--- config.mk ---
export PLATFORM = sky130hd
export DESIGN_NAME = fflags_accum
export DESIGN_NICKNAME = d
export VERILOG_FILES = /design/src/logic/wb_pkg.sv /design/src/logic/fflags_accum.sv
export SDC_FILE = /design/constraint.sdc
export NUM_CORES = 1
export LEC_CHECK = 0
export BUFFER_PORTS_ARGS = -buffer_cell sky130_fd_sc_hd__buf_2
export CAP_MARGIN = 5
export CORE_AREA = 2 2 72 74
export CTS_CLUSTER_DIAMETER = 150
export DETAILED_ROUTE_END_ITERATION = 6
export DIE_AREA = 0 0 74 76
export GPL_TIMING_DRIVEN = 0
export PLACE_DENSITY = 0.76
export SLEW_MARGIN = 10
export SYNTH_ARGS = -nofsm -noshare
export SYNTH_HDL_FRONTEND = slang
export SYNTH_SLANG_ARGS = --single-unit
--- constraint.sdc ---
create_clock -name clk -period 1.89 [get_ports clk]
set_clock_uncertainty 0.1 [all_clocks]
set_input_delay 0 -clock clk [delete_from_list [all_inputs] [get_ports clk]]
set_output_delay 0 -clock clk [all_outputs]
set_load 0.1 [all_outputs]
--- src/logic/wb_pkg.sv ---
`default_nettype none

package wb_pkg;

    // core size.
    localparam int num_threads = 4;
    localparam int num_warps   = 4;
    localparam int num_regs    = 32;
    localparam int nw_bits     = 2;
    localparam int nr_bits     = 5;
    localparam int xlen        = 32;
    localparam int fflags_bits = 5;
    localparam int cnt_bits    = 32;

    // one completed instruction from an execution unit.
    typedef struct packed {
        logic                                valid;
        logic [nw_bits-1:0]                  wid;
        logic [31:0]                         pc;
        logic [num_threads-1:0]              tmask;
        logic                                wb;    // writes rd.
        logic [nr_bits-1:0]                  rd;
        logic [num_threads-1:0][xlen-1:0]    data;
    } commit_t;

    // fpu result carries its exception flags along.
    typedef struct packed {
        commit_t                             cmt;
        logic [fflags_bits-1:0]              fflags;
    } fpu_commit_t;

    // registered writeback record.
    typedef struct packed {
        logic                                valid;
        logic [nw_bits-1:0]                  wid;
        logic [31:0]                         pc;
        logic [num_threads-1:0]              tmask;
        logic [nr_bits-1:0]                  rd;
        logic [num_threads-1:0][xlen-1:0]    data;
    } wb_rec_t;

endpackage

`default_nettype wire

--- src/logic/fflags_accum.sv ---
`timescale 1ns/10ps
`default_nettype none

module fflags_accum
    import wb_pkg::*;
(
    input  wire                    clk,
    input  wire                    rst,
    input  wire fpu_commit_t       fpu_commit,
    input  wire                    fpu_ready,
    input  wire                    flags_clr,
    input  wire [nw_bits-1:0]      flags_wid,
    output logic [fflags_bits-1:0] flags
);

    logic [fflags_bits-1:0] flags_q [num_warps];
    logic                   fpu_fire;

    // flags count even when no register is written.
    assign fpu_fire = fpu_commit.cmt.valid && fpu_ready;

    always_ff @(posedge clk) begin
        if (rst) begin
            for (int w = 0; w < num_warps; w++) begin
                flags_q[w] <= '0;
            end
        end else begin
            for (int w = 0; w < num_warps; w++) begin
                logic [fflags_bits-1:0] nxt;
                nxt = flags_q[w];
                if (flags_clr && flags_wid == nw_bits'(w)) begin
                    nxt = '0;
                end
                if (fpu_fire && fpu_commit.cmt.wid == nw_bits'(w)) begin
                    nxt = nxt | fpu_commit.fflags; // new flags survive a clear.
                end
                flags_q[w] <= nxt;
            end
        end
    end

    assign flags = flags_q[flags_wid];

endmodule

`default_nettype wire

Yosys cells after proc, flatten, opt, wreduce, memory -nomap -nowiden:

Memories as Yosys holds them, arrays and structs flattened.
Cells that the tools add are included.

* bitwise gates (word level): 8
* reduce and logical (&&, ||, !) cells: 11
* equality and inequality tests: 6
* mux-type cells: 23

Operators by type and width (count)
* $mux 5: 20
* $or 5x5->5: 4
* $logic_and 1x1->1: 9
* $eq 2x2->1 const B: 4
* $eq 2x1->1 const B: 2
* $logic_not 2->1: 2
* $or 1x1->1: 4
* $mux 1: 3

* RAM bits: 20
* output and inout bits: 5
* memories: 1
* input port bits: 184
* register bits: 0
* logic and storage cells: 49

Memories
* flags_q: words 4, bits a word 5, rd ports 5, clocked after memory_dff 0, write ports 4, line fflags_accum.sv:16 `logic [fflags_bits-1:0] flags_q [num_warps];`

Logic depth before layout (Yosys ltp):

* word-level depth: 8
* depth in mapped cells: 3
* mapped depth without buffers: 2

Worst setup path before layout:

OpenSTA, ideal clock, no wires.

* path kind: register -> output
* start point: memory flags_q[3][0]
* end point: output flags[0]
* setup slack: 0.768 ns
* required time: 1.790 ns
* cell stages (with the launch flop): 2
* arrival: 1.022 ns
* path buffers: 0
* cells stage by stage: dfxtp_1 mux4_2

RTL lines
* start, declared: line fflags_accum.sv:16
* end, declared: line fflags_accum.sv:13 `output logic [fflags_bits-1:0] flags`

==> impl.org <==
** Outcome
- Run status :: complete, no violations

** Finish
- The register with the most flip-flops in the layout has 20 of them.
- Syn-to-layout area delta :: 29.4%
- Register with the most flip-flops :: flags_q
- The largest registers in the layout are flags_q (20).
- Number of antenna diodes :: 0
- Total non-filler cell area in the finished layout :: 0.00114 mm^2
- At the end of the flow, the number of nets in the layout was 287.
- Cells with a size suffix above 1 make up 28.7% of the layout.

** Synthesis
- The synthesized design contains 20 register bits.
- When the netlist entered floorplanning its net count stood at 261.
- Summed over all instances, the cell type with the most area after synthesis is sky130_fd_sc_hd__dfxtp_1.
- Mean area per synthesized cell :: approximately 11 um^2
- Synth warnings :: 0
- In the post-synthesis netlist, the biggest area contributors are sky130_fd_sc_hd__dfxtp_1, sky130_fd_sc_hd__o32ai_1, sky130_fd_sc_hd__mux4_2.
- Summing the sequential cell areas from Yosys gives 45.5% of the chip area.
- The most used flip-flop cell after synthesis is sky130_fd_sc_hd__dfxtp_1.
- For this run, asynchronously set or reset flops after synthesis account for 0%.
- Most frequent cells after synthesis :: sky130_fd_sc_hd__dfxtp_1, sky130_fd_sc_hd__inv_1, sky130_fd_sc_hd__o32ai_1, sky130_fd_sc_hd__mux4_2, sky130_fd_sc_hd__nand2b_1
- The synthesized netlist contains 15 unique library cells.
- Most common cell in the synthesized netlist :: sky130_fd_sc_hd__dfxtp_1
- Summing every instance area after synthesis gives 881 um^2.
- In this run, synthesis inferred 0 flip-flops with an integrated enable.
- Top-area cell type share of the netlist area :: between 40% and 50%
- The cell count after synthesis came out at 77.

** Setup path
- Kind of cell with the highest combined delay on the critical path :: multiplexers
- Along the worst path, the maximum fanout reaches 2.
- The critical path in this run is classified as reg -> out.
- Sequence of cells on the critical path :: mux4_2, buf_2
- Total buffers and inverters traversed by the critical path :: 1
- Critical path capture point type :: output pin
- Kind of start point of the critical path :: register
- In this design, the stage delay of the slowest critical-path cell is 0.46 ns.
- Data on the critical path is required at its endpoint by 1.79 ns.
- For the worst setup path, the data arrival time is 1.33 ns.
- Critical path's slowest cell :: sky130_fd_sc_hd__mux4_2

** Routing
- Count of vias placed by the detailed router :: between 600 and 700
- For this block, the initial DRC count from the detailed router was 18.
- Wires add up to 2090 um.
- After detailed routing, no signal wire sits above met4.
- Total DRC errors in the routed layout :: 0
- For this block, wires on met1 add up to about 1000 um.
- The first detailed-routing pass ran for 4 iterations.
- Average vias per placed instance :: 4.06
- Average detailed-routed wire length per instance :: 12.2 um
- The count of nets left with antenna violations once routing finished came out at 0.
- Met2 Routed Length :: ~870 um
- Detailed routing placed a total of 165 um of wire on met3.

** STA
- After routing, the total negative slack on setup checks comes to 0 ns.
- Crit path time final :: 1.43 ns
- Final slew viol count :: 0
- Fraction of the cycle the final worst path needs :: 75.6%
- The final hold violation count came to 0.
- Highest clock rate :: 700 MHz
- Setup repair after global routing left no endpoint under its margin.
- Slew of the pin with the lowest slew margin :: 0.504 ns
- Setup ws final :: between 0.4 and 0.5 ns
- Number of endpoints failing setup at the final stage :: 0
- Relative slew margins :: 66.3%

** Clock tree
- CTS built an H-tree with a depth of 1.
- In this run, CTS created clock tree buffers numbering 3.
- The later pin in the worst-skew pair is clocked with a latency of around 0.25 ns.
- Master cell of the clock root buffer :: sky130_fd_sc_hd__clkbuf_8
- Largest buffer count on any clock path :: 2
- Gates resized during post-CTS repair numbered 0.
- TritonCTS clock tree :: built
- Counting every sink on the clock net gives 20.
- Clk pin slew, worst setup/hold paths :: about 0.070 ns

** Place
- At the end of routability-driven placement, the weighted congestion stood at 0.724.
- During placement, the flow inserted port buffers numbering 16.
- HPWL reported at the end of detailed placement :: 1540 um
- Worst slack after detailed placement :: around 0.72 ns
- Placed cell area :: 0.00105 mm^2

** GRT
- After global routing the overflow that remains totals 0.
- Largest net degree at the start of global routing :: 11
- The first global-routing pass estimated 3520 um of wire.
- Via count of the first global-routing pass :: a little over 700
- Overall global routing resource usage :: under 10%
- The initial antenna violation count was 0.

** Floorplanning
- The region available for standard cell placement spans 0.00491 mm^2.
- Die height :: ~76 um
- Floorplan row count :: 26
- In this run the count of I/O pins placed on the die edge is 189.
- The floorplan step set the die width to around 74 um.
- For this configuration, the core starts out at a cell density of 17.9%.
- Die footprint :: 0.00562 mm^2

** Power
- Across the VDD grid, the largest voltage drop is roughly 190 uV.
- Power per standard cell area :: 713 mW/mm^2
- Leakage :: 0.397 nW

** Flow run
- Number of max-capacitance violations reported :: 0

** Worst hold path
- Hold Path Class :: in -> reg
tightest hold or removal path, cell delays in order:
cell and delay [ns]:
sky130_fd_sc_hd__buf_2 0.10, sky130_fd_sc_hd__a31oi_1 0.10, sky130_fd_sc_hd__o2bb2ai_1 0.13
logic make-up after synthesis:
logic type	synth area share (%)
flops	45.5
buf+inv	10.1
compound gates	20.7
simple gates	10.9
mux	12.8
path summary, 6_finish.rpt:
path                            startpoint                  endpoint  slack (ns)  cells past startpoint
hold / removal                         rst  flags_q[3][2]$_SDFF_PP0_        0.02                      3
setup / recovery  flags_q[3][4]$_SDFF_PP0_                  flags[4]        0.46                      2
setup reg to reg  flags_q[0][0]$_SDFF_PP0_  flags_q[0][0]$_SDFF_PP0_        1.06                      2
hold reg to reg   flags_q[3][0]$_SDFF_PP0_  flags_q[3][0]$_SDFF_PP0_        0.37                      1
routing by layer:
metal | up-vias | global-route usage [%]
li1 | 350 | -
met1 | 319 | 11.2
met2 | 21 | 11.8
met3 | 5 | 2.65
met4 | 0 | 2.73
met5 | - | 0
what timing repair did:
| item | CTS | global route |
|---|---|---|
| hold buffers | 5 | 0 |
| hold endpoints to repair | 14 | 0 |
| setup buffers | 0 | 0 |
metrics by stage:
| step | utilization [%] | hold slack [ns] | std cells | power, mW |
|---|---|---|---|---|
| final | 23.2 | 0.0228 | 171 | 0.813 |
| after global routing | 23.2 | 0.0716 | 171 | 0.850 |
| after CTS | 23.2 | 0.0305 | 171 | 0.821 |
| after detailed placement | 21.3 | 0.236 | 163 | 0.546 |
| after global placement | 21.3 | 0.229 | 163 | 0.544 |
| after floorplan | - | 0.109 | 77 | 0.514 |
report_power, final:
part | total [mW] | switching (mW) | internal (mW) | leakage (nW)
registers | 0.434 | 0.00414 | 0.430 | 0.162
clock network | 0.269 | 0.127 | 0.142 | 0.0216
logic | 0.110 | 0.0650 | 0.0447 | 0.214
total | 0.813 | 0.196 | 0.617 | 0.397
cells in the final DEF, fill, tap and decap left out:
cell                            instances
sky130_fd_sc_hd__inv_1                 15
sky130_fd_sc_hd__mux4_2                 5
sky130_fd_sc_hd__dfxtp_1               20
sky130_fd_sc_hd__clkbuf_8               3
sky130_fd_sc_hd__a2bb2o_1               1
sky130_fd_sc_hd__dlygate4sd3_1          5
sky130_fd_sc_hd__a31oi_1                1
sky130_fd_sc_hd__buf_2                 18
sky130_fd_sc_hd__nand4b_1               2
sky130_fd_sc_hd__nand4_1                1
sky130_fd_sc_hd__o32ai_1               15
sky130_fd_sc_hd__and3b_1                2
sky130_fd_sc_hd__buf_6                  2
sky130_fd_sc_hd__nand2b_1               5
sky130_fd_sc_hd__nand4bb_1              1
sky130_fd_sc_hd__o2bb2ai_1              4
sky130_fd_sc_hd__nor3b_2                1
final cells by class:
| type | instances | area [um^2] |
|---|---|---|
| Clock buffer | 3 | 41.3 |
| Sequential cell | 20 | 400 |
| Multi-Input combinational cell | 38 | 392 |
| Timing Repair Buffer | 21 | 130 |
| Fill cell | 547 | 3770 |
| Buffer | 4 | 32.5 |
| Tap cell | 70 | 87.6 |
| Inverter | 15 | 56.3 |
Note: power is estimated with default switching activity, not from simulation.
