--- src/logic/wb_pkg.sv ---
`default_nettype none

package wb_pkg;

    // core size.
    localparam int num_threads = 4;
    localparam int num_warps   = 4;
    localparam int num_regs    = 32;
    localparam int nw_bits     = 2;
    localparam int nr_bits     = 5;
    localparam int xlen        = 32;
    localparam int fflags_bits = 5;
    localparam int cnt_bits    = 32;

    // one completed instruction from an execution unit.
    typedef struct packed {
        logic                                valid;
        logic [nw_bits-1:0]                  wid;
        logic [31:0]                         pc;
        logic [num_threads-1:0]              tmask;
        logic                                wb;    // writes rd.
        logic [nr_bits-1:0]                  rd;
        logic [num_threads-1:0][xlen-1:0]    data;
    } commit_t;

    // fpu result carries its exception flags along.
    typedef struct packed {
        commit_t                             cmt;
        logic [fflags_bits-1:0]              fflags;
    } fpu_commit_t;

    // registered writeback record.
    typedef struct packed {
        logic                                valid;
        logic [nw_bits-1:0]                  wid;
        logic [31:0]                         pc;
        logic [num_threads-1:0]              tmask;
        logic [nr_bits-1:0]                  rd;
        logic [num_threads-1:0][xlen-1:0]    data;
    } wb_rec_t;

endpackage

`default_nettype wire

--- src/logic/writeback_stage.sv ---
`timescale 1ns/10ps
`default_nettype none

module writeback_stage
    import wb_pkg::*;
(
    input  wire              clk,
    input  wire              rst,
    input  wire commit_t     alu_commit,
    input  wire commit_t     lsu_commit,
    input  wire commit_t     csr_commit,
    input  wire commit_t     mul_commit,
    input  wire fpu_commit_t fpu_commit,
    input  wire commit_t     gpu_commit,
    output logic             alu_ready,
    output logic             lsu_ready,
    output logic             csr_ready,
    output logic             mul_ready,
    output logic             fpu_ready,
    output logic             gpu_ready,
    output wb_rec_t          wb_rec,
    output logic [5:0]       accept
);

    logic    alu_wb;
    logic    lsu_wb;
    logic    csr_wb;
    logic    mul_wb;
    logic    fpu_wb;
    wb_rec_t sel_rec;

    function automatic wb_rec_t to_rec(commit_t c);
        wb_rec_t r;
        r.valid = c.valid;
        r.wid   = c.wid;
        r.pc    = c.pc;
        r.tmask = c.tmask;
        r.rd    = c.rd;
        r.data  = c.data;
        return r;
    endfunction

    // register-writing requests, gpu never writes.
    assign alu_wb = alu_commit.valid && alu_commit.wb;
    assign lsu_wb = lsu_commit.valid && lsu_commit.wb;
    assign csr_wb = csr_commit.valid && csr_commit.wb;
    assign mul_wb = mul_commit.valid && mul_commit.wb;
    assign fpu_wb = fpu_commit.cmt.valid && fpu_commit.cmt.wb;

    assign alu_ready = 1'b1;
    assign lsu_ready = !alu_wb;
    assign csr_ready = !alu_wb && !lsu_wb;
    assign mul_ready = !alu_wb && !lsu_wb && !csr_wb;
    assign fpu_ready = !alu_wb && !lsu_wb && !csr_wb && !mul_wb;
    assign gpu_ready = 1'b1;

    assign accept[0] = alu_commit.valid && alu_ready;
    assign accept[1] = lsu_commit.valid && lsu_ready;
    assign accept[2] = csr_commit.valid && csr_ready;
    assign accept[3] = mul_commit.valid && mul_ready;
    assign accept[4] = fpu_commit.cmt.valid && fpu_ready;
    assign accept[5] = gpu_commit.valid && gpu_ready;

    // fixed priority, alu first.
    always_comb begin
        sel_rec = '0;
        if (alu_wb) begin
            sel_rec = to_rec(alu_commit);
        end else if (lsu_wb) begin
            sel_rec = to_rec(lsu_commit);
        end else if (csr_wb) begin
            sel_rec = to_rec(csr_commit);
        end else if (mul_wb) begin
            sel_rec = to_rec(mul_commit);
        end else if (fpu_wb) begin
            sel_rec = to_rec(fpu_commit.cmt);
        end
    end

    always_ff @(posedge clk) begin
        wb_rec <= sel_rec;
        if (rst) begin
            wb_rec.valid <= 1'b0;
        end
    end

    // ready chain must leave a single writer per cycle.
    assert property (@(posedge clk) disable iff (rst)
        $onehot0(accept[4:0] & {fpu_commit.cmt.wb, mul_commit.wb, csr_commit.wb,
                                lsu_commit.wb, alu_commit.wb}))
        else $error("more than one register write accepted");

endmodule

`default_nettype wire

--- config.mk ---
export PLATFORM = sky130hd
export DESIGN_NAME = writeback_stage
export DESIGN_NICKNAME = d
export VERILOG_FILES = /design/src/logic/wb_pkg.sv /design/src/logic/writeback_stage.sv
export SDC_FILE = /design/constraint.sdc
export NUM_CORES = 1
export LEC_CHECK = 0
export BUFFER_PORTS_ARGS = -buffer_cell sky130_fd_sc_hd__buf_4
export CORE_AREA = 2 2 474 476
export CTS_CLUSTER_DIAMETER = 100
export DETAILED_ROUTE_END_ITERATION = 8
export DIE_AREA = 0 0 476 478
export PLACE_DENSITY = 0.3
export SYNTH_ARGS = -nofsm -noshare
export SYNTH_HDL_FRONTEND = slang
export SYNTH_SLANG_ARGS = --single-unit
--- constraint.sdc ---
create_clock -name clk -period 1.2 [get_ports clk]
set_input_delay 0.24 -clock clk [delete_from_list [all_inputs] [get_ports clk]]
set_output_delay 0.24 -clock clk [all_outputs]
set_load 0.1 [all_outputs]
Word level (Yosys, flattened, before mapping)
Index checks and enable logic that the tools add are counted.
Widths: inputs -> output; s select.
{"block": "classes", "muxes": 5, "reduce_logical": 16}
{"op": "$mux 172", "count": 5}
{"op": "$logic_and 1x1->1", "count": 12}
{"op": "$logic_not 1->1", "count": 4}
{"block": "totals", "register_bits": 172, "out_inout_bits": 184}

Longest topological paths before layout
Gate-level depths: netlist (run 1).
{"block": "logic_depth", "word_depth": 6, "depth_mapped": 7, "mapped_depth_nobuf": 4}

Least setup slack after synthesis (run 1)
OpenSTA, ideal clock, no wires.
{"block": "synth_timing", "path_type": "input to output", "start": "input port lsu_commit[172] (netlist bit)", "end": "output port accept[4]", "arrival_ns": 2.348, "path_slack_ns": -1.388, "stages": 4, "path_buffers": 1, "cell_sequence": "a22oi_2 buf_2 and3_1 and2_1"}
{"block": "synth_between", "elab_chain_cells": 6}
{"item": "start, declared", "line_no": "writeback_stage.sv:10", "source": "input wire commit_t lsu_commit,"}
{"item": "$logic_and 1x1->1", "line_no": "writeback_stage.sv:45", "source": "assign lsu_wb = lsu_commit.valid && lsu_commit.wb;"}
{"item": "$logic_not 1->1", "line_no": "writeback_stage.sv:54", "source": "assign fpu_ready = !alu_wb && !lsu_wb && !csr_wb && !mul_wb;"}
{"item": "$logic_and 1x1->1 (3 in a row)", "line_no": "writeback_stage.sv:54"}
{"item": "net fpu_ready", "line_no": "writeback_stage.sv:19", "source": "output logic fpu_ready,"}
{"item": "$logic_and 1x1->1", "line_no": "writeback_stage.sv:61", "source": "assign accept[4] = fpu_commit.cmt.valid && fpu_ready;"}
{"item": "end, declared", "line_no": "writeback_stage.sv:22", "source": "output logic [5:0] accept"}
The timed path passes the listed nets, and every way through them passes these cells.

Worst setup path after layout (run 1)
{"block": "layout_timing", "start": "input port lsu_commit[172] (netlist bit)", "end": "output port accept[4]"}
{"block": "layout_between", "elab_chain_cells": 6}
{"item": "$logic_and 1x1->1", "line_no": "writeback_stage.sv:45"}
{"item": "$logic_not 1->1", "line_no": "writeback_stage.sv:54"}
{"item": "$logic_and 1x1->1 (3 in a row)", "line_no": "writeback_stage.sv:54"}
{"item": "$logic_and 1x1->1", "line_no": "writeback_stage.sv:61"}
Every way passes these cells.

==> results by group, run 1 <==
Run status
  • Status: complete, but fails checks
  • Violated checks: setup timing

Final layout
  • Final #Nets: 4101
  • Most common cell after layout, fill and taps aside: buf_4
  • Most flops, register: wb_rec
  • Most frequent cells in the layout: 1053 x buf_4, 493 x dlygate4sd3_1, 234 x buf_12
  • Layout fillers: 25302
  • Fraction of layout cells with a size suffix above 1: 0.579
  • Fin util: 0.154
  • Fin cells: 6072
  • Area growth, synth to finish: 193%
  • Largest registers: wb_rec: 172 flops
  • Flip-flop count of the largest register after layout: 172

STA
  • Fmax: 0.590 GHz
  • Setup Viol. Count Final: 310
  • Crit share post-route: 1.41
  • Relative slew slack: 0.618
  • Final WS setup: -495 ps
  • Actual slew at the worst max-slew pin: 567 ps
  • RSZ-0062 raised after global routing: true
  • Final Slew Violations: 0
  • Final setup TNS: -43870 ps
  • Period minus WS final: 1690 ps
  • Hold Worst Slack: roughly 34 ps
  • Final hold vios: 0

Clock tree
  • Clk sink count: 172
  • Clk buf depth: 2
  • CTS tree: yes
  • H-tree lvl count: 4
  • CTS root buf: clkbuf_16
  • CTS buffer count: 17
  • Clock slew at the register clock pins of the worst setup and hold paths: 90 ps

Place
  • HPWL after DPL: approximately 140000 µm
  • Post-Place Setup Slack: -1110 ps
  • Placer Congestion: 0.872
  • Port Buffers: 1047
  • Post-Place Cells: 5487

Setup path
  • Critical Path RT: roughly 960 ps
  • Crit. End Element: primary output
  • CP Launch Type: input port
  • Critical Path Start: lsu_commit[172]
  • Worst setup path endpoint: accept[4]
  • Crit Path Max Fanout: 6
  • Worst Path Arrival: 1450 ps
  • Kind of critical path: input port to primary output

Yosys
  • Post-synthesis compound-gate area fraction: 0.416
  • YS warnings: 0
  • Post-synthesis adder-cell area fraction: 0
  • Synth Area in Simple Gates: 0.154
  • Synth Area in XOR/XNOR: 0
  • Post-Syn Instances: 1388
  • Post-synthesis register bit count: around 170
  • Unique masters post-synth: 21
  • Mapped Area: around 12000 µm²
  • Seq/Total Area, Yosys: 0.294
  • Largest family of logic cells by synthesized area: compound AO/OA/AOI/OAI gates
  • Syn Area/Cell: roughly 8.4 µm²
  • Mux contribution to synthesized area: 0

Global route
  • Initial antenna violation count: 79
  • Grt ovf: 0
  • Pin count of the biggest net entering global routing: 39
  • Vias in the first global route: 20609
  • GRT Resource Usage Total: 0.137
  • First-pass GRT wire length: 204000 µm

Detailed routing
  • DR WL/cell: about 27 µm
  • Total Wirelength: 166000 µm
  • Iter 0 DRT Violations: between 700 and 800
  • Via density per instance: approximately 3.1
  • Via Count: 19031
  • ANT nets after route: 0
  • DRC: 0
  • DR pass1 iterations: 5

Floorplanning
  • Starting Density: 0.0525
  • # rows: 174
  • Placeable Area: 223000 µm²
  • Die footprint: 228000 µm²
  • Die Height: ~480 µm
  • Die width: 476 µm
  • I/O pin total: 1229

Power and ir drop
  • Pwr dens: 954 nW/µm²
  • Static leakage: between 10 and 15 nW
  • Max IR drop VDD: 1070 µV

Worst hold path
  • Hold crit path type: input port to register

Job
  • Max-cap violations: 0
cell families after synthesis:
group                  count (synthesis)
AND/OR/NAND/NOR                      355
buffers and inverters                345
flip-flops                           172
other                                  1
AO/OA/AOI/OAI                        515
synth_stat cells, drive strengths merged:
library cell,n,area share
a21oi,1,0.00043
a22oi,1,0.0011
a311oi,171,0.17
and2,7,0.0037
and3,173,0.092
buf,68,0.047
clkbuf,105,0.034
conb,1,0.00032
dfxtp,172,0.29
inv,172,0.055
nand2,174,0.056
nand3,1,0.0015
o21ai,171,0.073
o221ai,171,0.17
routing by layer:
metal  vias to the layer above  track usage  share of wire  wire, µm
li1                       8579            -              -         -
met1                      9216        0.148           0.37     61700
met4                        54       0.0272          0.024      4010
met3                       179       0.0628           0.11     17800
met2                      1003        0.245           0.49     82000
met5                         -            0         0.0022       372
critical path: stages:
cell,delay [ps]
buf_8,100
a22oi_2,320
buf_12,210
and3_4,230
and2_4,150
buf_12,170
cell type report:
| class | instances | area, µm² | area share |
|---|---|---|---|
| multi-input cells | 872 | 7250 | 0.212 |
| flip-flops and latches | 172 | 3770 | 0.110 |
| inverters | 172 | 662 | 0.0193 |
| repair buffers | 1821 | 18200 | 0.532 |
| well taps | 2992 | 3740 | 0.109 |
| diodes | 11 | 27.5 | 0.000803 |
| clock buffers | 18 | 439 | 0.0128 |
| clock inverters | 14 | 151 | 0.00442 |
worst min path at each step:
stage,startpoint,to,cells past startpoint
2_1_floorplan,rst,wb_rec[171]$_SDFF_PP0_,1
3_3_place_gp,alu_commit[145],wb_rec[144]$_DFF_P_,3
3_5_place_dp,alu_commit[32],wb_rec[32]$_DFF_P_,3
4_1_cts,fpu_commit[165],wb_rec[159]$_DFF_P_,3
5_1_grt,csr_commit[155],wb_rec[154]$_DFF_P_,3
6_report,csr_commit[155],wb_rec[154]$_DFF_P_,3
where the power goes:
| group | switching (mW) | leakage [nW] | total [mW] | internal, mW |
|---|---|---|---|---|
| Combinational | 10.7 | 12.8 | 18.6 | 7.91 |
| Sequential | 0.813 | 1.48 | 7.38 | 6.57 |
| Clock | 3.86 | 0.280 | 6.71 | 2.85 |
| Total | 15.3 | 14.5 | 32.7 | 17.3 |
metrics by stage:
stage	power [mW]	cell area (µm²)
floorplan	14.6	11900
global placement	21.8	24700
detailed placement	21.8	24700
CTS	33.1	33200
global route	34.3	34300
finish	32.7	34300
repair_timing:
action,CTS,global route
hold buffers,476,17
cloned,3,6
setup endpoints to repair,262,280
setup buffers,19,26
pin swaps,8,46
endpoints found under the hold margin,165,15
resized for setup,802,141
Note: power is estimated with default switching activity, not from simulation.
==> run 2: changes to the inputs <==
- REMOVE_ABC_BUFFERS: default -> 1
- SETUP_SLACK_MARGIN: default -> 0.4
==> run 2 against run 1 <==
Compared with the run above:
- the run still ends with setup timing left
- via count rose by 5.0%
- global-route usage rose by 2.0 points
- clock power fell by 0.6%
- cell count rose by 1.9%
- routed wire length rose by 14%
- critical path depth rose by 1
- sequential share of layout area fell by 1.1 points
- first-iteration DRC count rose by 38%
- worst setup slack improved by 53 ps
- hold slack got worse by 14 ps
- cell area rose by 12%
- critical path type unchanged
- largest cell class unchanged
- largest power group unchanged
==> results by group, run 2 (synthesis gave the netlist of run 1 again) <==
Global route
  • GRT Resource Usage Total: 0.158
  • First-pass GRT wire length: 228000 µm
  • Vias in the first global route: 21472
  • Initial antenna violation count: 143
  • Grt ovf: 0
  • Pin count of the biggest net entering global routing: 32

Clock tree
  • CTS root buf: clkbuf_16
  • Clk sink count: 172
  • Clk buf depth: 2
  • Clock slew at the register clock pins of the worst setup and hold paths: 100 ps
  • CTS buffer count: 17
  • H-tree lvl count: 4
  • CTS tree: yes

STA
  • Final setup TNS: -46310 ps
  • Final Slew Violations: 0
  • RSZ-0062 raised after global routing: true
  • Fmax: 0.609 GHz
  • Relative slew slack: 0.568
  • Final WS setup: -442 ps
  • Actual slew at the worst max-slew pin: 648 ps
  • Period minus WS final: 1640 ps
  • Final hold vios: 0
  • Crit share post-route: 1.37
  • Setup Viol. Count Final: roughly 280

Run status
  • Status: complete, but fails checks
  • Violated checks: setup timing

Final layout
  • Final #Nets: 4180
  • Area growth, synth to finish: 227%
  • Fraction of layout cells with a size suffix above 1: 0.667
  • Most common cell after layout, fill and taps aside: buf_4
  • Largest registers: wb_rec: 172 flops
  • Layout fillers: approximately 25000
  • Most frequent cells in the layout: 1005 x buf_4, 481 x dlygate4sd3_1, 253 x buf_12
  • Flip-flop count of the largest register after layout: 172
  • Most flops, register: wb_rec

Floorplanning
  • I/O pin total: roughly 1200
  • Die width: around 480 µm
  • Starting Density: 0.0525
  • Die Height: 478 µm
  • Placeable Area: 223000 µm²
  • # rows: 174
  • Die footprint: 228000 µm²

Setup path
  • Critical Path RT: roughly 960 ps
  • Worst Path Arrival: between 1000 and 1500 ps
  • Crit. End Element: primary output
  • Kind of critical path: input port to primary output
  • Crit Path Max Fanout: 6
  • CP Launch Type: input port

Detailed routing
  • Via Count: between 15000 and 20000
  • DR pass1 iterations: 5
  • DR WL/cell: 30.5 µm
  • Total Wirelength: roughly 190000 µm
  • ANT nets after route: 0
  • Iter 0 DRT Violations: 992
  • Via density per instance: 3.23
  • DRC: 0

Power and ir drop
  • Pwr dens: 908 nW/µm²
  • Flop pwr share: 0.213
  • Clock power share: 0.192
  • Static leakage: 16.1 nW
  • Switching pwr: 16.4 mW
  • Internal Power: between 15 and 20 mW
  • Switch share: 0.471
  • Max IR drop VDD: 1160 µV
  • Comb pwr share: 0.595
  • Tot Pwr: 34.8 mW

Worst hold path
  • Endpoint, Worst Hold: wb_rec[110]$_DFF_P_
  • Hold crit path type: input port to register
  • Hold path start: fpu_commit[115]
  • Hold-critical path depth: 3

Job
  • Max-cap violations: 0

Place
  • HPWL after DPL: 149000 µm
  • Placer Congestion: 0.867
  • Port Buffers: 1047
[run 2: cell count changes in the layout (fill, tap and decap cells not counted), moves of 26 or more]
cell      before   now
o21ai_2       25    88
o21ai_0       82    34
buf_4       1053  1005
o21ai_1       59    18
diode_2       11    47
buf_16         5    50
nand2_4        0    39
o21ai_4        5    31
nand2_1      172   117
o221ai_1      64    18
a311oi_1      76    45
o221ai_2      99   128
buf_6         17    74
[run 2: through the flow]
step / area (µm²) / std cells / hold WS (ps) / utilization / setup slack, ps
finish: 38300 / 6187 / 20.1 / 0.172 / -442
global route: 38300 / 6157 / -21.6 / 0.171 / -463
CTS: 36600 / 6088 / -65.8 / 0.164 / -437
detailed placement: 24500 / 5461 / 404 / 0.110 / -803
global placement: 24500 / 5461 / 405 / 0.110 / -827
floorplan: 10800 / 1216 / 309 / - / -4670
[run 2: per-layer routing]
metal,share of wire,track usage
met4,0.030,0.0451
met5,0.0029,0
met2,0.48,0.272
met3,0.13,0.0885
met1,0.35,0.161
[run 2: final cells by class]
class / instances / area [µm²] / area share
Antenna cell: 47 / 118 / 0.00307
Tap cell: 2992 / 3740 / 0.0977
Multi-Input combinational cell: 872 / 9100 / 0.237
Clock inverter: 15 / 150 / 0.00392
Inverter: 172 / 648 / 0.0169
Timing Repair Buffer: 1900 / 20300 / 0.531
Sequential cell: 172 / 3800 / 0.0990
Clock buffer: 17 / 425 / 0.0111
[run 2: power groups by stage]
stage,Combinational (mW),Sequential (mW),Clock (mW)
floorplan,2.51,11.8,0
global placement,14.6,7.05,0
detailed placement,14.6,7.04,0
CTS,20.2,7.45,7.30
global route,21.6,7.47,7.27
finish,20.7,7.40,6.67
[run 2: how the worst max path moves through the flow]
stage	startpoint	endpoint	slack [ps]
2_1_floorplan	lsu_commit[172]	accept[4]	-4670
3_3_place_gp	alu_commit[172]	wb_rec[3]$_DFF_P_	-830
3_5_place_dp	alu_commit[172]	wb_rec[3]$_DFF_P_	-800
4_1_cts	lsu_commit[133]	accept[4]	-440
5_1_grt	lsu_commit[133]	accept[4]	-460
6_report	lsu_commit[133]	accept[4]	-440
[run 2: critical path, stage by stage]
cell	delay [ps]
buf_8	100
a22oi_2	180
buf_6	140
buf_12	150
and3_4	200
and2_4	180
buf_12	180
[run 2: repair_timing]
item,4_1_cts,5_1_grt
setup endpoints to repair,352,352
hold buffers,468,13
pin swaps,128,117
resized for setup,1307,243
endpoints found under the hold margin,168,22
setup buffers,86,33
gates cloned,41,6
==> run 3: changes to the inputs <==
- PLACE_DENSITY: 0.3 -> default
- SKIP_LAST_GASP: default -> 1
==> run 3 against run 2 <==
Compared with the run above:
- the flow still finishes with violations (setup timing)
- sequential power down 2%
- sequential share of layout area about the same
- utilization is 0.48 points lower
- via count is 9.1% higher
- critical path depth down 1
- non-clock buffer count down 31
- global-route usage rose by 2.7 points
- fmax down 1.5%
- critical endpoint unchanged
- cell count increased by 0.23%
==> results by group, run 3 (synthesis gave the netlist of run 1 again) <==
Run status
  • Status: complete, but fails checks
  • Violated checks: setup timing

Worst hold path
  • Hold-critical path depth: 3
  • Hold crit path type: input port to register

Setup path
  • Crit Path Max Fanout: 6
  • Kind of critical path: input port to primary output
  • Critical Path RT: 960 ps
  • Worst setup path endpoint: accept[4]
  • Critical Path Start: lsu_commit[133]
  • Crit. End Element: primary output
  • CP Launch Type: input port
  • Worst Path Arrival: 1430 ps

STA
  • Final hold vios: 0
  • Final Slew Violations: 0
  • Actual slew at the worst max-slew pin: 494 ps
  • Relative slew slack: 0.669
  • Crit share post-route: 1.39
  • Final WS setup: -467 ps
  • Period minus WS final: 1670 ps
  • Setup Viol. Count Final: 295
  • Fmax: 0.600 GHz
  • RSZ-0062 raised after global routing: true

Global route
  • Pin count of the biggest net entering global routing: 49
  • Initial antenna violation count: 254
  • Vias in the first global route: 21968
  • GRT Resource Usage Total: 0.185
  • Grt ovf: 0
  • First-pass GRT wire length: 262000 µm

Power and ir drop
  • Pwr dens: 938 nW/µm²
  • Max IR drop VDD: roughly 1100 µV
  • Static leakage: 15.4 nW
  • Tot Pwr: 35.0 mW

Final layout
  • Area growth, synth to finish: 218%
  • Post-route cell area: 37300 µm²
  • Fraction of layout cells with a size suffix above 1: 0.631
  • Footprint of the multi-input gates: 8550 µm²
  • Most flops, register: wb_rec
  • Most frequent cells in the layout: 979 x buf_4, 530 x dlygate4sd3_1, 259 x buf_12
  • Fin util: 0.167
  • Fin cells: around 6200
  • Most common cell after layout, fill and taps aside: buf_4
  • Largest registers: wb_rec: 172 flops
  • Seq. cell area: 3690 µm²
  • Flip-flop count of the largest register after layout: between 150 and 200
  • Layout fillers: 24639
  • Final #Nets: 4149

Clock tree
  • CTS root buf: clkbuf_16
  • H-tree lvl count: 4
  • Clk buf depth: 2
  • CTS tree: yes
  • Clock slew at the register clock pins of the worst setup and hold paths: 90 ps
  • Clk sink count: 172
  • CTS buffer count: 17

Detailed routing
  • Via Count: 21799
  • DR pass1 iterations: 5
  • Iter 0 DRT Violations: between 1500 and 2000
  • Total Wirelength: 223000 µm
  • DRC: 0
  • Via density per instance: 3.52
  • DR WL/cell: 36.0 µm
  • ANT nets after route: 0

Floorplanning
  • Starting Density: 0.0525
  • I/O pin total: 1229
  • # rows: 174
  • Die Height: approximately 480 µm
  • Placeable Area: 223000 µm²
  • Die width: 476 µm
  • Die footprint: 228000 µm²

Job
  • Max-cap violations: 0

Place
  • Placer Congestion: between 0.9 and 1
  • Post-Place Cells: 5441
  • Post-Place Setup Slack: -1240 ps
  • HPWL after DPL: 183000 µm
  • Port Buffers: 1047
  • Area after DPL: 24600 µm²
run 3: cell types whose count changed in the layout (fill, tap and decap cells not counted), sizes merged:
cell         previous run  this run
buf                  1407      1326
dlygate4sd3           481       530
diode                  47        92
clkbuf                 24        27
clkinvlp                4         1
clkinv                  4         6
bufbuf                  5         4
bufinv                  0         1
inv                   179       178
run 3: per-stage QoR:
step	hold slack (ps)	TNS [ps]
CTS	-54.0	-47170
global route	-28.7	-56510
global placement	413	-93110
finish	16.1	-47730
detailed placement	419	-96060
floorplan	309	-800580
run 3: final cells by class:
cell class	count	area share
multi-input cells	872	0.229
diodes	92	0.00618
inverters	172	0.0174
clock buffers	18	0.0118
clock inverters	14	0.00470
flip-flops and latches	172	0.0991
well taps	2992	0.100
repair buffers	1869	0.531
run 3: how the worst min path moves through the flow:
stage,slack (ps),to,start
after floorplan,310,wb_rec[171]$_SDFF_PP0_,rst
after global placement,410,wb_rec[171]$_SDFF_PP0_,rst
after detailed placement,420,wb_rec[171]$_SDFF_PP0_,rst
after CTS,-50,wb_rec[55]$_DFF_P_,fpu_commit[60]
after global routing,-30,wb_rec[74]$_DFF_P_,fpu_commit[79]
final,20,wb_rec[74]$_DFF_P_,fpu_commit[79]
run 3: what timing repair did:
action                                 in CTS  in global routing
buffers inserted                           53                 20
resized for setup                         989                331
pin swaps                                  49                 87
endpoints found under the hold margin     170                 17
hold buffers                              519                 11
gates cloned                               23                 10
setup endpoints to repair                 352                352
run 3: routing by layer:
| layer | global-route usage | routed length (µm) | part of all wire |
|---|---|---|---|
| met1 | 0.218 | 90100 | 0.40 |
| met3 | 0.0713 | 23000 | 0.10 |
| met2 | 0.287 | 95800 | 0.43 |
| met4 | 0.0970 | 13900 | 0.062 |
| met5 | 0 | 540 | 0.0024 |
run 3: worst max-delay path: stages:
cell,delay [ps]
buf_6,100
a22oi_2,260
buf_12,210
and3_4,240
and2_4,150
buf_12,160
run 3: power by group:
part / leakage, nW / switching [mW] / internal, mW
combinational: 13.7 / 12.0 / 8.65
clock: 0.298 / 3.99 / 3.06
sequential: 1.48 / 0.695 / 6.57
total: 15.4 / 16.7 / 18.3
