<file path="src/logic/wb_pkg.sv">
`default_nettype none

package wb_pkg;

    // core size.
    localparam int num_threads = 4;
    localparam int num_warps   = 4;
    localparam int num_regs    = 32;
    localparam int nw_bits     = 2;
    localparam int nr_bits     = 5;
    localparam int xlen        = 32;
    localparam int fflags_bits = 5;
    localparam int cnt_bits    = 32;

    // one completed instruction from an execution unit.
    typedef struct packed {
        logic                                valid;
        logic [nw_bits-1:0]                  wid;
        logic [31:0]                         pc;
        logic [num_threads-1:0]              tmask;
        logic                                wb;    // writes rd.
        logic [nr_bits-1:0]                  rd;
        logic [num_threads-1:0][xlen-1:0]    data;
    } commit_t;

    // fpu result carries its exception flags along.
    typedef struct packed {
        commit_t                             cmt;
        logic [fflags_bits-1:0]              fflags;
    } fpu_commit_t;

    // registered writeback record.
    typedef struct packed {
        logic                                valid;
        logic [nw_bits-1:0]                  wid;
        logic [31:0]                         pc;
        logic [num_threads-1:0]              tmask;
        logic [nr_bits-1:0]                  rd;
        logic [num_threads-1:0][xlen-1:0]    data;
    } wb_rec_t;

endpackage

`default_nettype wire

</file>
<file path="src/logic/retire_counter.sv">
`timescale 1ns/10ps
`default_nettype none

module retire_counter
    import wb_pkg::*;
(
    input  wire                 clk,
    input  wire                 rst,
    input  wire [5:0]           accept,
    input  wire [nw_bits-1:0]   alu_wid,
    input  wire [nw_bits-1:0]   lsu_wid,
    input  wire [nw_bits-1:0]   csr_wid,
    input  wire [nw_bits-1:0]   mul_wid,
    input  wire [nw_bits-1:0]   fpu_wid,
    input  wire [nw_bits-1:0]   gpu_wid,
    input  wire [nw_bits-1:0]   cnt_wid,
    output logic [cnt_bits-1:0] count
);

    logic [5:0][nw_bits-1:0] wids;
    logic [2:0]              incr     [num_warps];
    logic [cnt_bits:0]       next_ext [num_warps];
    logic [cnt_bits-1:0]     count_q  [num_warps];

    assign wids = {gpu_wid, fpu_wid, mul_wid, csr_wid, lsu_wid, alu_wid};

    // up to six retirements per warp per cycle.
    always_comb begin
        for (int w = 0; w < num_warps; w++) begin
            incr[w] = '0;
            for (int s = 0; s < 6; s++) begin
                if (accept[s] && wids[s] == nw_bits'(w)) begin
                    incr[w] = incr[w] + 3'd1;
                end
            end
            next_ext[w] = {1'b0, count_q[w]} + (cnt_bits + 1)'(incr[w]);
        end
    end

    always_ff @(posedge clk) begin
        for (int w = 0; w < num_warps; w++) begin
            if (rst) begin
                count_q[w] <= '0;
            end else begin
                count_q[w] <= next_ext[w][cnt_bits-1:0];
            end
        end
    end

    assign count = count_q[cnt_wid];

    for (genvar w = 0; w < num_warps; w++) begin : g_wrap_chk
        assert property (@(posedge clk) disable iff (rst) !next_ext[w][cnt_bits])
            else $error("retire counter of warp %0d wraps", w);
    end

endmodule

`default_nettype wire

</file>
<file path="config.mk">
export PLATFORM = sky130hd
export DESIGN_NAME = retire_counter
export DESIGN_NICKNAME = d
export VERILOG_FILES = /design/src/logic/wb_pkg.sv /design/src/logic/retire_counter.sv
export SDC_FILE = /design/constraint.sdc
export NUM_CORES = 1
export LEC_CHECK = 0
export BUFFER_PORTS_ARGS = -buffer_cell sky130_fd_sc_hd__buf_2
export CAP_MARGIN = 10
export CORE_MARGIN = 10
export CORE_UTILIZATION = 55
export CTS_BUF_LIST = sky130_fd_sc_hd__clkbuf_16
export DETAILED_ROUTE_END_ITERATION = 12
export PLACE_DENSITY_LB_ADDON = 0.3
export SYNTH_ARGS = -nofsm -noshare
export SYNTH_HDL_FRONTEND = slang
export SYNTH_SLANG_ARGS = --single-unit
</file>
<file path="constraint.sdc">
create_clock -name clk -period 14.83 [get_ports clk]
set_input_delay 4.449 -clock clk [delete_from_list [all_inputs] [get_ports clk]]
set_output_delay 4.449 -clock clk [all_outputs]
set_load 0.05 [all_outputs]
</file>
Word level (Yosys, flattened, before mapping)

Memories as Yosys holds them, arrays and structs flattened.
Cells that the tools add are included.
W data, S select, Z words.

Flip-flop bits (word level): 0
Bits in writable memories: 128
Bits of input ports: 22
Output and inout port bits: 32
Logic and storage cells: 108
Memories kept: 1

Memory list:

| memory  | depth | bits a word | read ports | clocked after Yosys merged registers in | wr ports | RTL line             | source |
|---|---|---|---|---|---|---|---|
| count_q | 4     | 32          | 5          | 0                                       | 4        | retire_counter.sv:23 | `logic [cnt_bits-1:0] count_q [num_warps];` |

$add $sub $neg: 24
Equality and inequality tests: 18
Mux-type cells: 31
Bitwise logic cells: 4
Reductions and logical operators: 30

Operator list:

| cell                  | count |
|---|---|
| $add A32 B3 Y32       | 4 |
| $mux W32              | 4 |
| $add A3 B1 Y3 const B | 20 |
| $mux W3               | 20 |
| $eq A2 B2 Y1 const B  | 12 |
| $logic_and A1 B1 Y1   | 24 |
| $eq A2 B1 Y1 const B  | 6 |
| $logic_not A2 Y1      | 6 |
| $mux W1               | 7 |
| $or A1 B1 Y1          | 4 |

Depth between registers and ports, before layout

Gate-level depths: netlist of the first run.

Depth after elaboration: 15
Mapped depth: 22
Gate-level depth less buffers: 22

Worst setup path before layout of the first run

No wires, ideal clock.

Kind: in2out
From: in cnt_wid[1]
To: out count[11]
Arrival: 5964 ps
Required time: 10381 ps
Setup slack: 4417 ps
Cell stages on the path: 4
Buffers on the path: 3
Cells stage by stage: clkbuf_1 -> buf_1 -> clkbuf_1 -> mux4_2

Word-level cells in the longest chain between the ends: 1

RTL lines:

| what            | RTL line             | source |
|---|---|---|
| start, declared | retire_counter.sv:16 | `input wire [nw_bits-1:0] cnt_wid,` |
| $mem_v2 Z4 W32  | --                   |  |
| end, declared   | retire_counter.sv:17 | `output logic [cnt_bits-1:0] count` |

No other way between the ends.

Final worst setup path of the first run

From: in cnt_wid[0]
To: out count[11]

Same word-level chain as after synthesis.

==> results.tsv, run 1 <==
stage	metric	value	unit
power_and_ir_drop	Peak VDD IR	0.00008334	V
clock_network	Post-CTS Setup Inserts	0	
die	starting density of the core	0.5605	
finish	Largest register FFs	128	
routing	Total Wirelength	20.17	mm
worst_setup_path	CP Launch Type	input pin	
global_routing	antenna violations before repair	0	
worst_setup_path	Worst Path Max Fanout	32	
clock_network	# hold bufs at CTS	0	
worst_setup_path	cell chain of the critical path	buf_2 > mux4_2 > buf_2	
worst_setup_path	Max stage delay on crit path	0.72	ns
logic_synthesis	synthesized area	0.008115	mm^2
global_routing	GRT overflow	0	
routing	Pre-Repair DR Iteration Count	6	
logic_synthesis	top cell type's share of synthesized area	0.3158	
worst_setup_path	Req. time, crit path	10.38	ns
sta	final setup fails	0	
sta	Final Cycle Share	0.7086	
worst_setup_path	R2R depth	8	
logic_synthesis	register area share after synthesis	0.3158	
sta	Final Max Tran Viols	0	
worst_setup_path	CP Buf/Inv Count	2	
finish	Diodes inserted	0	
worst_setup_path	Worst path top cell family by delay	buffers and inverters	
worst_setup_path	Worst path most repeated cell	buf_2	
routing	via count	6811	
finish	Finished Layout Cells	1144	
sta	worst-margin pin slew	1.085	ns
placed_design	RePlAce Congestion	0.9221	
sta	final setup skew	0.009415	ns
logic_synthesis	ys flop type	dfxtp_1	
logic_synthesis	Post-Syn Nets	974	
global_routing	first-pass GRT wire length	32.49	mm
min_path	Hold EP	count_q[3][31]	
clock_network	CTS Root Buffer Type	clkbuf_16	
logic_synthesis	Synth async-reset ratio	0	
logic_synthesis	Post-synth EDFFs	0	
clock_network	Max clock buf depth	2	
clock_network	CTS HTree Levels	4	
placed_design	Placed Instances	1112	
finish	fraction of layout cells with a size suffix above 1	0.1427	
worst_setup_path	crit path capture type	output pin	
worst_setup_path	Max stage delay cell, worst path	buf_2	
logic_synthesis	yosys warns	0	
sta	Final min period	10.51	ns
routing	drt first-iter violations	664	
placed_design	Detailed Place HPWL	15.14	mm
finish	Largest regs	count_q (128)	
routing	Vias/cell	5.954	
flow_run	max_cap viols	0	
finish	commonest cells after routing, fill and taps aside	dfxtp_1 (128), nor2_1 (117), xnor2_1 (86)	
global_routing	number of global-route vias before repair	6228	
die	boundary pin count	54	
power_and_ir_drop	leakage	3.359	nW
routing	DRC errors left	0	
logic_synthesis	cell count after synthesis	912	
clock_network	CTS tree	built	
finish	fin util	0.6250	
global_routing	largest net degree at the start of global routing	90	
clock_network	Num CTS Buffers	17	
sta	setup TNS	0	ns
sta	RSZ-0062 raised after global routing	false	
routing	routed len/inst	17.63	um
clock_network	post-CTS sizing	0	
worst_setup_path	crit path kind	in -> out	
logic_synthesis	synth top area cells	dfxtp_1 (32%), xnor2_1 (9.3%), mux4_2 (8.6%)	
clock_network	CTS clk-pin slew, worst paths	0.06	ns
power_and_ir_drop	PwrDens	97.11	mW/mm^2
logic_synthesis	Syn Area/Cell	8.898	um^2
power_and_ir_drop	total power	878.7	uW
min_path	worst hold start	count_q[3][31]	
die	Cell Rows	44	
finish	area delta synth->final	11.50	%
finish	commonest non-fill, non-tap cell in the layout	dfxtp_1	
sta	achievable clock frequency	0.09517	GHz
finish	Biggest register	count_q	
clock_network	Worst-Skew Late Latency	0.42	ns
logic_synthesis	Cell variety after synth	64	
sta	Rel. slew slack	0.2751	
worst_setup_path	WP data arrival	6.06	ns
finish	Final #Nets	1009	
die	die height	141.5	um
min_path	Hold Path Depth	2	
placed_design	Placed Area	0.008472	mm^2
routing	Final ANT Viol Nets	0	
worst_setup_path	Worst R2R End	count_q[2][20]	
worst_setup_path	worst reg-to-reg setup slack	12.24	ns
sta	Final Hold Fails	0	
die	core area	0.01448	mm^2
min_path	Hold WC Path Type	reg -> reg	
worst_setup_path	RR Startpoint	count_q[2][0]	
die	Die Width	141.5	um
clock_network	count of clock tree sinks	128	
status	run status	complete, no violations	
placed_design	port buffer count	53	
die	DIE AREA	0.02001	mm^2
logic_synthesis	Synth area leader	dfxtp_1	
logic_synthesis	#FFs+latches synth	128	
global_routing	GR Util All Layers	0.2000	
finish	final instance area	0.009049	mm^2
## synth_stat cells, types with 12 or more instances
master and number:
dfxtp_1 128, a21oi_1 31, nor4_1 25, nor3_1 27, nor2b_1 24, nand4_1 26
nand3_1 33, xnor2_1 86, or3_1 19, o21ai_0 28, xor2_1 35, inv_1 32
nand2_1 55, mux4_2 31, mux2i_1 12, and3_1 17, ha_1 36, and4_1 12
nor2_1 117, clkbuf_1 32
## through the flow
| step | worst slack, ns | hold slack (ns) |
|---|---|---|
| floorplan | 4.417 | 0.4487 |
| global placement | 4.314 | 0.4799 |
| detailed placement | 4.306 | 0.4742 |
| CTS | 4.304 | 0.4810 |
| global route | 4.184 | 0.5283 |
| finish | 4.322 | 0.4843 |
## cell type report
cell class,instances,area (um^2)
Multi-Input combinational cell,711,5261
Tap cell,184,230.2
Clock inverter,15,151.4
Clock buffer,17,425.4
Fill cell,1258,5430
Inverter,32,120.1
Timing Repair Buffer,57,297.8
Sequential cell,128,2562
## power by group
group / internal (mW) / switching [mW] / total [mW]
sequential: 0.354 / 0.0110 / 0.365
clock: 0.259 / 0.152 / 0.411
combinational: 0.0437 / 0.0592 / 0.103
## worst register-to-register path, cell delays in order, from the launching register on
cell and delay, ns:
dfxtp_1 0.38, ha_1 0.19, inv_1 0.05, fa_1 0.38
nor2b_1 0.30, o211ai_1 0.36, nand2b_1 0.37, or3_1 0.35
a21oi_1 0.14
## routing by layer
metal  share of wire  vias to the layer above  track usage
li1                -                     3324            -
met1            0.45                     3247       0.2688
met2            0.46                      205       0.3138
met3           0.065                       35      0.04673
met4           0.019                        0      0.05702
met5               0                        -            0
## worst max path at each step
stage          slack [ns]  depth (start not counted)       start         to
2_1_floorplan        4.42                          4  cnt_wid[1]  count[11]
3_3_place_gp         4.31                          3  cnt_wid[0]  count[11]
3_5_place_dp         4.31                          3  cnt_wid[0]  count[11]
4_1_cts              4.30                          3  cnt_wid[0]  count[11]
5_1_grt              4.18                          3  cnt_wid[0]  count[11]
6_report             4.32                          3  cnt_wid[0]  count[11]
## cells by family after synthesis
group,after synthesis,share of synthesized area
simple gates,407,0.2666
mux,53,0.1166
fa+ha+maj,40,0.06537
flops,128,0.3158
xor+xnor,122,0.1334
compound gates,89,0.06645
buf+inv,73,0.03592
No activity file was read; power rests on OpenSTA's default activity.
==> run 2: changes to the inputs <==
clock period = 9 ns   (was 14.83 ns; I/O delays follow)
==> results.tsv, run 2 (synthesis gave the netlist of run 1 again) <==
stage	metric	value	unit	change
power_and_ir_drop	PwrDens	159.3	mW/mm^2	was 97.11 mW/mm^2
min_path	Hold Path Depth	2		unchanged
worst_setup_path	worst reg-to-reg setup slack	6.43	ns	was 12.24 ns
placed_design	Detailed Place HPWL	14.05	mm	was 15.14 mm
finish	commonest cells after routing, fill and taps aside	dfxtp_1 (128), nor2_1 (117), xnor2_1 (86)		unchanged
clock_network	CTS tree	built		unchanged
routing	Total Wirelength	18.84	mm	was 20.17 mm
global_routing	antenna violations before repair	0		unchanged
worst_setup_path	RR Startpoint	count_q[3][0]		was count_q[2][0]
worst_setup_path	crit path capture type	output pin		unchanged
sta	RSZ-0062 raised after global routing	false		unchanged
worst_setup_path	CP Launch Type	input pin		unchanged
global_routing	number of global-route vias before repair	5934		was 6,228
worst_setup_path	crit path kind	in -> out		unchanged
routing	Vias/cell	5.804		was 5.954
worst_setup_path	R2R depth	8		unchanged
sta	achievable clock frequency	0.1432	GHz	
clock_network	post-CTS sizing	0		unchanged
global_routing	first-pass GRT wire length	30.19	mm	was 32.49 mm
clock_network	CTS HTree Levels	4		unchanged
worst_setup_path	Req. time, crit path	6.30	ns	was 10.38 ns
placed_design	worst slack, placed	1.611	ns	was 4.306 ns
finish	filler cell count	1232		was 1,258
sta	final setup fails	0		unchanged
sta	Final min period	6.985	ns	
die	starting density of the core	0.5605		unchanged
clock_network	Max clock buf depth	2		unchanged
global_routing	GRT overflow	0		unchanged
placed_design	RePlAce Congestion	0.8728		was 0.9221
clock_network	# hold bufs at CTS	0		unchanged
sta	Final Cycle Share	0.7761		
routing	drt first-iter violations	507		was 664
finish	Largest register FFs	128		unchanged
power_and_ir_drop	leakage	3.352	nW	was 3.359 nW
finish	Final #Nets	1009		unchanged
clock_network	Worst-Skew Late Latency	0.42	ns	about the same
clock_network	CTS clk-pin slew, worst paths	0.05	ns	was 0.06 ns
die	boundary pin count	54		unchanged
routing	routed len/inst	16.49	um	was 17.63 um
finish	Diodes inserted	0		unchanged
global_routing	largest net degree at the start of global routing	70		was 90
sta	worst-margin pin slew	1.065	ns	was 1.085 ns
routing	DRC errors left	0		unchanged
worst_setup_path	Worst R2R End	count_q[3][24]		was count_q[2][20]
power_and_ir_drop	Peak VDD IR	0.0001253	V	was 0.00008334 V
sta	Final Hold Fails	0		unchanged
finish	area taken by multi-input logic gates	0.005261	mm^2	unchanged
clock_network	count of clock tree sinks	128		unchanged
sta	PnR worst setup slack	2.015	ns	was 4.322 ns
clock_network	CTS Root Buffer Type	clkbuf_16		unchanged
finish	area delta synth->final	11.49	%	was 11.50%
status	run status	complete, no violations		unchanged
die	Die Width	141.5	um	unchanged
min_path	worst hold start	count_q[3][31]		unchanged
clock_network	Post-CTS Setup Inserts	0		unchanged
placed_design	port buffer count	53		unchanged
routing	Final ANT Viol Nets	0		unchanged
die	Cell Rows	44		unchanged
routing	Pre-Repair DR Iteration Count	5		was 6
die	core area	0.01448	mm^2	unchanged
die	die height	141.5	um	unchanged
finish	fraction of layout cells with a size suffix above 1	0.1439		was 0.1427
worst_setup_path	Setup crit end	count[13]		was count[11]
sta	Rel. slew slack	0.2887		was 0.2751
finish	Largest regs	count_q (128)		unchanged
sta	final setup skew	0.007172	ns	was 0.009415 ns
worst_setup_path	WP data arrival	4.29	ns	was 6.06 ns
routing	via count	6634		was 6,811
finish	commonest non-fill, non-tap cell in the layout	dfxtp_1		unchanged
flow_run	max_cap viols	0		unchanged
min_path	Hold WC Path Type	reg -> reg		unchanged
clock_network	Num CTS Buffers	17		unchanged
global_routing	GR Util All Layers	0.1852		was 0.2000
sta	setup TNS	0	ns	unchanged
die	DIE AREA	0.02001	mm^2	unchanged
worst_setup_path	Worst Path Max Fanout	32		unchanged
worst_setup_path	crit path from	cnt_wid[0]		unchanged
finish	Biggest register	count_q		unchanged
finish	FF/Latch Area	0.002562	mm^2	unchanged
sta	Final Max Tran Viols	0		unchanged
[run 2: how the worst min path moves through the flow]
stage	endpoint	slack, ns
6_report	count_q[3][31]	0.48
5_1_grt	count_q[3][31]	0.54
3_3_place_gp	count_q[3][31]	0.46
4_1_cts	count_q[3][31]	0.48
3_5_place_dp	count_q[3][31]	0.47
2_1_floorplan	count_q[3][31]	0.45
[run 2: metrics by stage]
step / instances / instance area (um^2) / total power, mW / utilization / hold WS, ns
global placement: 1112 / 8472 / 0.7732 / 0.5851 / 0.4632
detailed placement: 1112 / 8472 / 0.7775 / 0.5851 / 0.4712
floorplan: 912 / 8115 / 0.7384 / - / 0.4487
finish: 1143 / 9047 / 1.441 / 0.6249 / 0.4766
global route: 1143 / 9047 / 1.497 / 0.6249 / 0.5352
CTS: 1143 / 9047 / 1.449 / 0.6249 / 0.4781
[run 2: area by class of cell]
cell class,instances,area share
clock inverter,14,0.01660
sequential,128,0.2832
multi-input combinational,711,0.5815
tap,184,0.02545
timing repair buffer,57,0.03291
inverter,32,0.01328
clock buffer,17,0.04702
[run 2: per-layer routing]
| metal | share of wire | track usage | routed length, um |
|---|---|---|---|
| met5 | 0 | 0 | 0 |
| met3 | 0.051 | 0.02971 | 967 |
| met1 | 0.49 | 0.2685 | 9242 |
| met2 | 0.45 | 0.2778 | 8397 |
| met4 | 0.013 | 0.05110 | 237 |
[run 2: critical path: stages]
cell and delay (ns):
buf_2 0.68, mux4_2 0.65, buf_2 0.24
[run 2: report_power, final]
group	internal [mW]	switching, mW
Clock	0.427	0.249
Combinational	0.0719	0.0965
Sequential	0.583	0.0143
==> run 3: changes to the inputs <==
ABC_AREA = 1   (was unset)
clock period = 6 ns   (was 9 ns; I/O delays follow)
==> results.tsv, run 3 <==
stage	metric	value	unit	change
power_and_ir_drop	leakage	4.035	nW	was 3.352 nW
logic_synthesis	compound-gate portion of the synthesized area	0.1630		was 0.06645
status	run status	complete, no violations		unchanged
worst_setup_path	crit path capture type	flip-flop		was output pin
min_path	Hold EP	count_q[1][30]		was count_q[3][31]
worst_setup_path	RR Startpoint	count_q[2][0]		was count_q[3][0]
finish	Largest regs	count_q (128)		unchanged
die	DIE AREA	0.02202	mm^2	was 0.02001 mm^2
logic_synthesis	Synth async-reset ratio	0		unchanged
die	boundary pin count	54		unchanged
logic_synthesis	Synth area leader	dfxtp_1		unchanged
flow_run	max_cap viols	0		unchanged
logic_synthesis	largest family of logic cells by synthesized area	simple AND/OR/NAND/NOR gates		unchanged
sta	achievable clock frequency	0.1782	GHz	
sta	final setup skew	0.007276	ns	was 0.007172 ns
finish	Final #Nets	1575		was 1,009
sta	worst-margin pin slew	0.8945	ns	was 1.065 ns
finish	commonest cells after routing, fill and taps aside	nand2_1 (349), inv_1 (197), nor2_1 (160)		was dfxtp_1 (128), nor2_1 (117), xnor2_1 (86)
finish	final instance area	0.01016	mm^2	was 0.009047 mm^2
finish	filler cell count	1537		was 1,232
die	core area	0.01600	mm^2	was 0.01448 mm^2
placed_design	RePlAce Congestion	0.9829		was 0.8728
clock_network	post-CTS sizing	0		unchanged
finish	fraction of layout cells with a size suffix above 1	0.1037		was 0.1439
logic_synthesis	#FFs+latches synth	128		unchanged
worst_setup_path	Req. time, crit path	6.33	ns	was 6.30 ns
finish	area taken by multi-input logic gates	0.005619	mm^2	was 0.005261 mm^2
logic_synthesis	Post-synth EDFFs	0		unchanged
clock_network	Max clock buf depth	2		unchanged
routing	met3 routed wirelength	2.158	mm	was 967 um
placed_design	port buffer count	53		unchanged
die	die height	148.4	um	was 141.5 um
finish	Diodes inserted	0		unchanged
global_routing	GR Util All Layers	0.2359		was 0.1852
worst_setup_path	CP Buf/Inv Count	4		was 2
global_routing	GRT overflow	0		unchanged
finish	commonest non-fill, non-tap cell in the layout	nand2_1		was dfxtp_1
worst_setup_path	Worst R2R End	count_q[2][24]		was count_q[3][24]
die	starting density of the core	0.5665		was 0.5605
min_path	Hold WC Path Type	reg -> reg		unchanged
power_and_ir_drop	Sequential Power Share	0.388		was 0.414
sta	Rel. slew slack	0.4036		was 0.2887
power_and_ir_drop	Logic pwr share	0.150		was 0.117
sta	PnR worst setup slack	0.3886	ns	was 2.015 ns
sta	Final Cycle Share	0.9352		
clock_network	CTS HTree Levels	4		unchanged
routing	routed len/inst	15.08	um	was 16.49 um
sta	Final Hold Fails	0		unchanged
logic_synthesis	Syn Area/Cell	6.188	um^2	was 8.898 um^2
placed_design	worst slack, placed	0.004890	ns	was 1.611 ns
global_routing	number of global-route vias before repair	9112		was 5,934
logic_synthesis	cell count after synthesis	1465		was 912
finish	Biggest register	count_q		unchanged
power_and_ir_drop	Clock power frac	0.462		was 0.469
logic_synthesis	register area share after synthesis	0.2827		was 0.3158
logic_synthesis	Synth top cells by count	nand2_1 (349), inv_1 (193), nor2_1 (160)		was dfxtp_1 (128), nor2_1 (117), xnor2_1 (86)
worst_setup_path	WP data arrival	5.94	ns	was 4.29 ns
routing	drt first-iter violations	743		was 507
power_and_ir_drop	Pint	1.648	mW	was 1.081 mW
power_and_ir_drop	Peak VDD IR	0.0001580	V	was 0.0001253 V
routing	DRC errors left	0		unchanged
worst_setup_path	worst reg-to-reg setup slack	3.71	ns	was 6.43 ns
sta	final setup fails	0		unchanged
finish	area delta synth->final	12.09	%	was 11.49%
worst_setup_path	CP Launch Type	input pin		unchanged
worst_setup_path	R2R depth	12		was 8
sta	RSZ-0062 raised after global routing	false		unchanged
routing	Met2 Wirelength	12.27	mm	was 8.397 mm
die	Die Width	148.4	um	was 141.5 um
logic_synthesis	top cell type's share of synthesized area	0.2827		was 0.3158
logic_synthesis	ys flop type	dfxtp_1		unchanged
power_and_ir_drop	PwrDens	224.4	mW/mm^2	was 159.3 mW/mm^2
clock_network	CTS Root Buffer Type	clkbuf_16		unchanged
routing	WL met1	10.78	mm	was 9.242 mm
worst_setup_path	Worst path top cell family by delay	simple AND/OR/NAND/NOR gates		was buffers and inverters
logic_synthesis	post-synthesis mux area share	0		was 0.1166
power_and_ir_drop	Sw Pwr	632.2	uW	was 359.5 uW
worst_setup_path	crit path kind	in -> reg		was in -> out
routing	Final ANT Viol Nets	0		unchanged
routing	via count	9679		was 6,634
clock_network	count of clock tree sinks	128		unchanged
logic_synthesis	yosys warns	0		unchanged
clock_network	# hold bufs at CTS	0		unchanged
worst_setup_path	Worst path most repeated cell	nand2_1		was buf_2
clock_network	Worst-Skew Late Latency	0.43	ns	was 0.42 ns
clock_network	CTS tree	built		unchanged
finish	Largest register FFs	128		unchanged
logic_synthesis	xor-xnor portion of the synthesized cell area	0.01629		was 0.1334
sta	setup TNS	0	ns	unchanged
logic_synthesis	synthesized area	0.009065	mm^2	was 0.008115 mm^2
routing	Total Wirelength	26.24	mm	was 18.84 mm
worst_setup_path	Worst Path Max Fanout	6		was 32
routing	Top Layer Used	met5		was met4
sta	Final min period	5.611	ns	
placed_design	Placed Area	0.009569	mm^2	was 0.008472 mm^2
logic_synthesis	top-count cell post-synth	nand2_1		was dfxtp_1
die	Cell Rows	46		was 44
logic_synthesis	Cell variety after synth	42		was 64
global_routing	antenna violations before repair	1		was 0
global_routing	first-pass GRT wire length	42.72	mm	was 30.19 mm
clock_network	Num CTS Buffers	17		unchanged
logic_synthesis	Post-Synth Adder-Cell Area	0.05852		was 0.06537
min_path	Hold Path Depth	2		unchanged
routing	Pre-Repair DR Iteration Count	7		was 5
routing	Vias/cell	5.563		was 5.804
power_and_ir_drop	switching share of power	0.2773		was 0.2495
placed_design	Detailed Place HPWL	20.05	mm	was 14.05 mm
logic_synthesis	Post-Syn Nets	1527		was 974
logic_synthesis	Synth Area in Simple Gates	0.3810		was 0.2666
sta	Final Max Tran Viols	0		unchanged
min_path	worst hold start	count_q[1][30]		was count_q[3][31]
finish	FF/Latch Area	0.002562	mm^2	unchanged
logic_synthesis	synth top area cells	dfxtp_1 (28%), nand2_1 (14%), inv_1 (8.0%)		was dfxtp_1 (32%), xnor2_1 (9.3%), mux4_2 (8.6%)
worst_setup_path	Max stage delay cell, worst path	nor3_1		was buf_2
clock_network	Post-CTS Setup Inserts	0		unchanged
worst_setup_path	Max stage delay on crit path	0.36	ns	was 0.68 ns
clock_network	CTS clk-pin slew, worst paths	0.06	ns	was 0.05 ns
global_routing	largest net degree at the start of global routing	74		was 70
[run 3: final cells by class]
| cell class | instances | share of cell area |
|---|---|---|
| Sequential cell | 128 | 0.2522 |
| Tap cell | 216 | 0.02660 |
| Timing Repair Buffer | 65 | 0.03743 |
| Clock buffer | 17 | 0.04187 |
| Multi-Input combinational cell | 1102 | 0.5530 |
| Clock inverter | 13 | 0.01539 |
| Inverter | 199 | 0.07351 |
[run 3: stage by stage]
stage | power, mW | utilization | cells | hold WS (ns)
2_1_floorplan | 1.153 | - | 1465 | 0.4392
3_5_place_dp | 1.241 | 0.5981 | 1710 | 0.4522
4_1_cts | 2.282 | 0.6344 | 1740 | 0.4607
5_1_grt | 2.366 | 0.6350 | 1740 | 0.4925
6_report | 2.280 | 0.6350 | 1740 | 0.4569
3_3_place_gp | 1.233 | 0.5981 | 1710 | 0.4487
[run 3: power groups by stage]
stage	sequential [mW]	combinational, mW	clock, mW
5_1_grt	0.887	0.387	1.09
4_1_cts	0.884	0.341	1.06
2_1_floorplan	0.898	0.255	0
3_5_place_dp	0.902	0.339	0
3_3_place_gp	0.902	0.331	0
6_report	0.884	0.341	1.05
[run 3: how the worst max path moves through the flow]
stage,start,end,slack (ns),cells after the start
2_1_floorplan,accept[0],count_q[3][26],0.55,29
3_3_place_gp,lsu_wid[1],count_q[3][26],0.16,29
6_report,alu_wid[1],count_q[0][29],0.39,30
3_5_place_dp,lsu_wid[1],count_q[0][29],0.005,30
5_1_grt,alu_wid[1],count_q[0][29],0.03,30
4_1_cts,lsu_wid[1],count_q[0][29],0.45,30
[run 3: logic make-up after synthesis]
| kind of cell | Yosys count |
|---|---|
| adder cells (fa/ha/maj) | 40 |
| flip-flops | 128 |
| XOR/XNOR | 16 |
| AO/OA/AOI/OAI | 281 |
| AND/OR/NAND/NOR | 765 |
| buffers and inverters | 235 |
[run 3: layer usage]
layer  vias to the layer above  track usage
met3                        76      0.05734
li1                       4885            -
met1                      4338       0.2734
met5                         -            0
met4                         2       0.1194
met2                       378       0.3968
[run 3: tightest hold or removal path: stages (launching register included)]
cell	delay, ns
dfxtp_1	0.31
nand2_1	0.06
a21oi_1	0.05
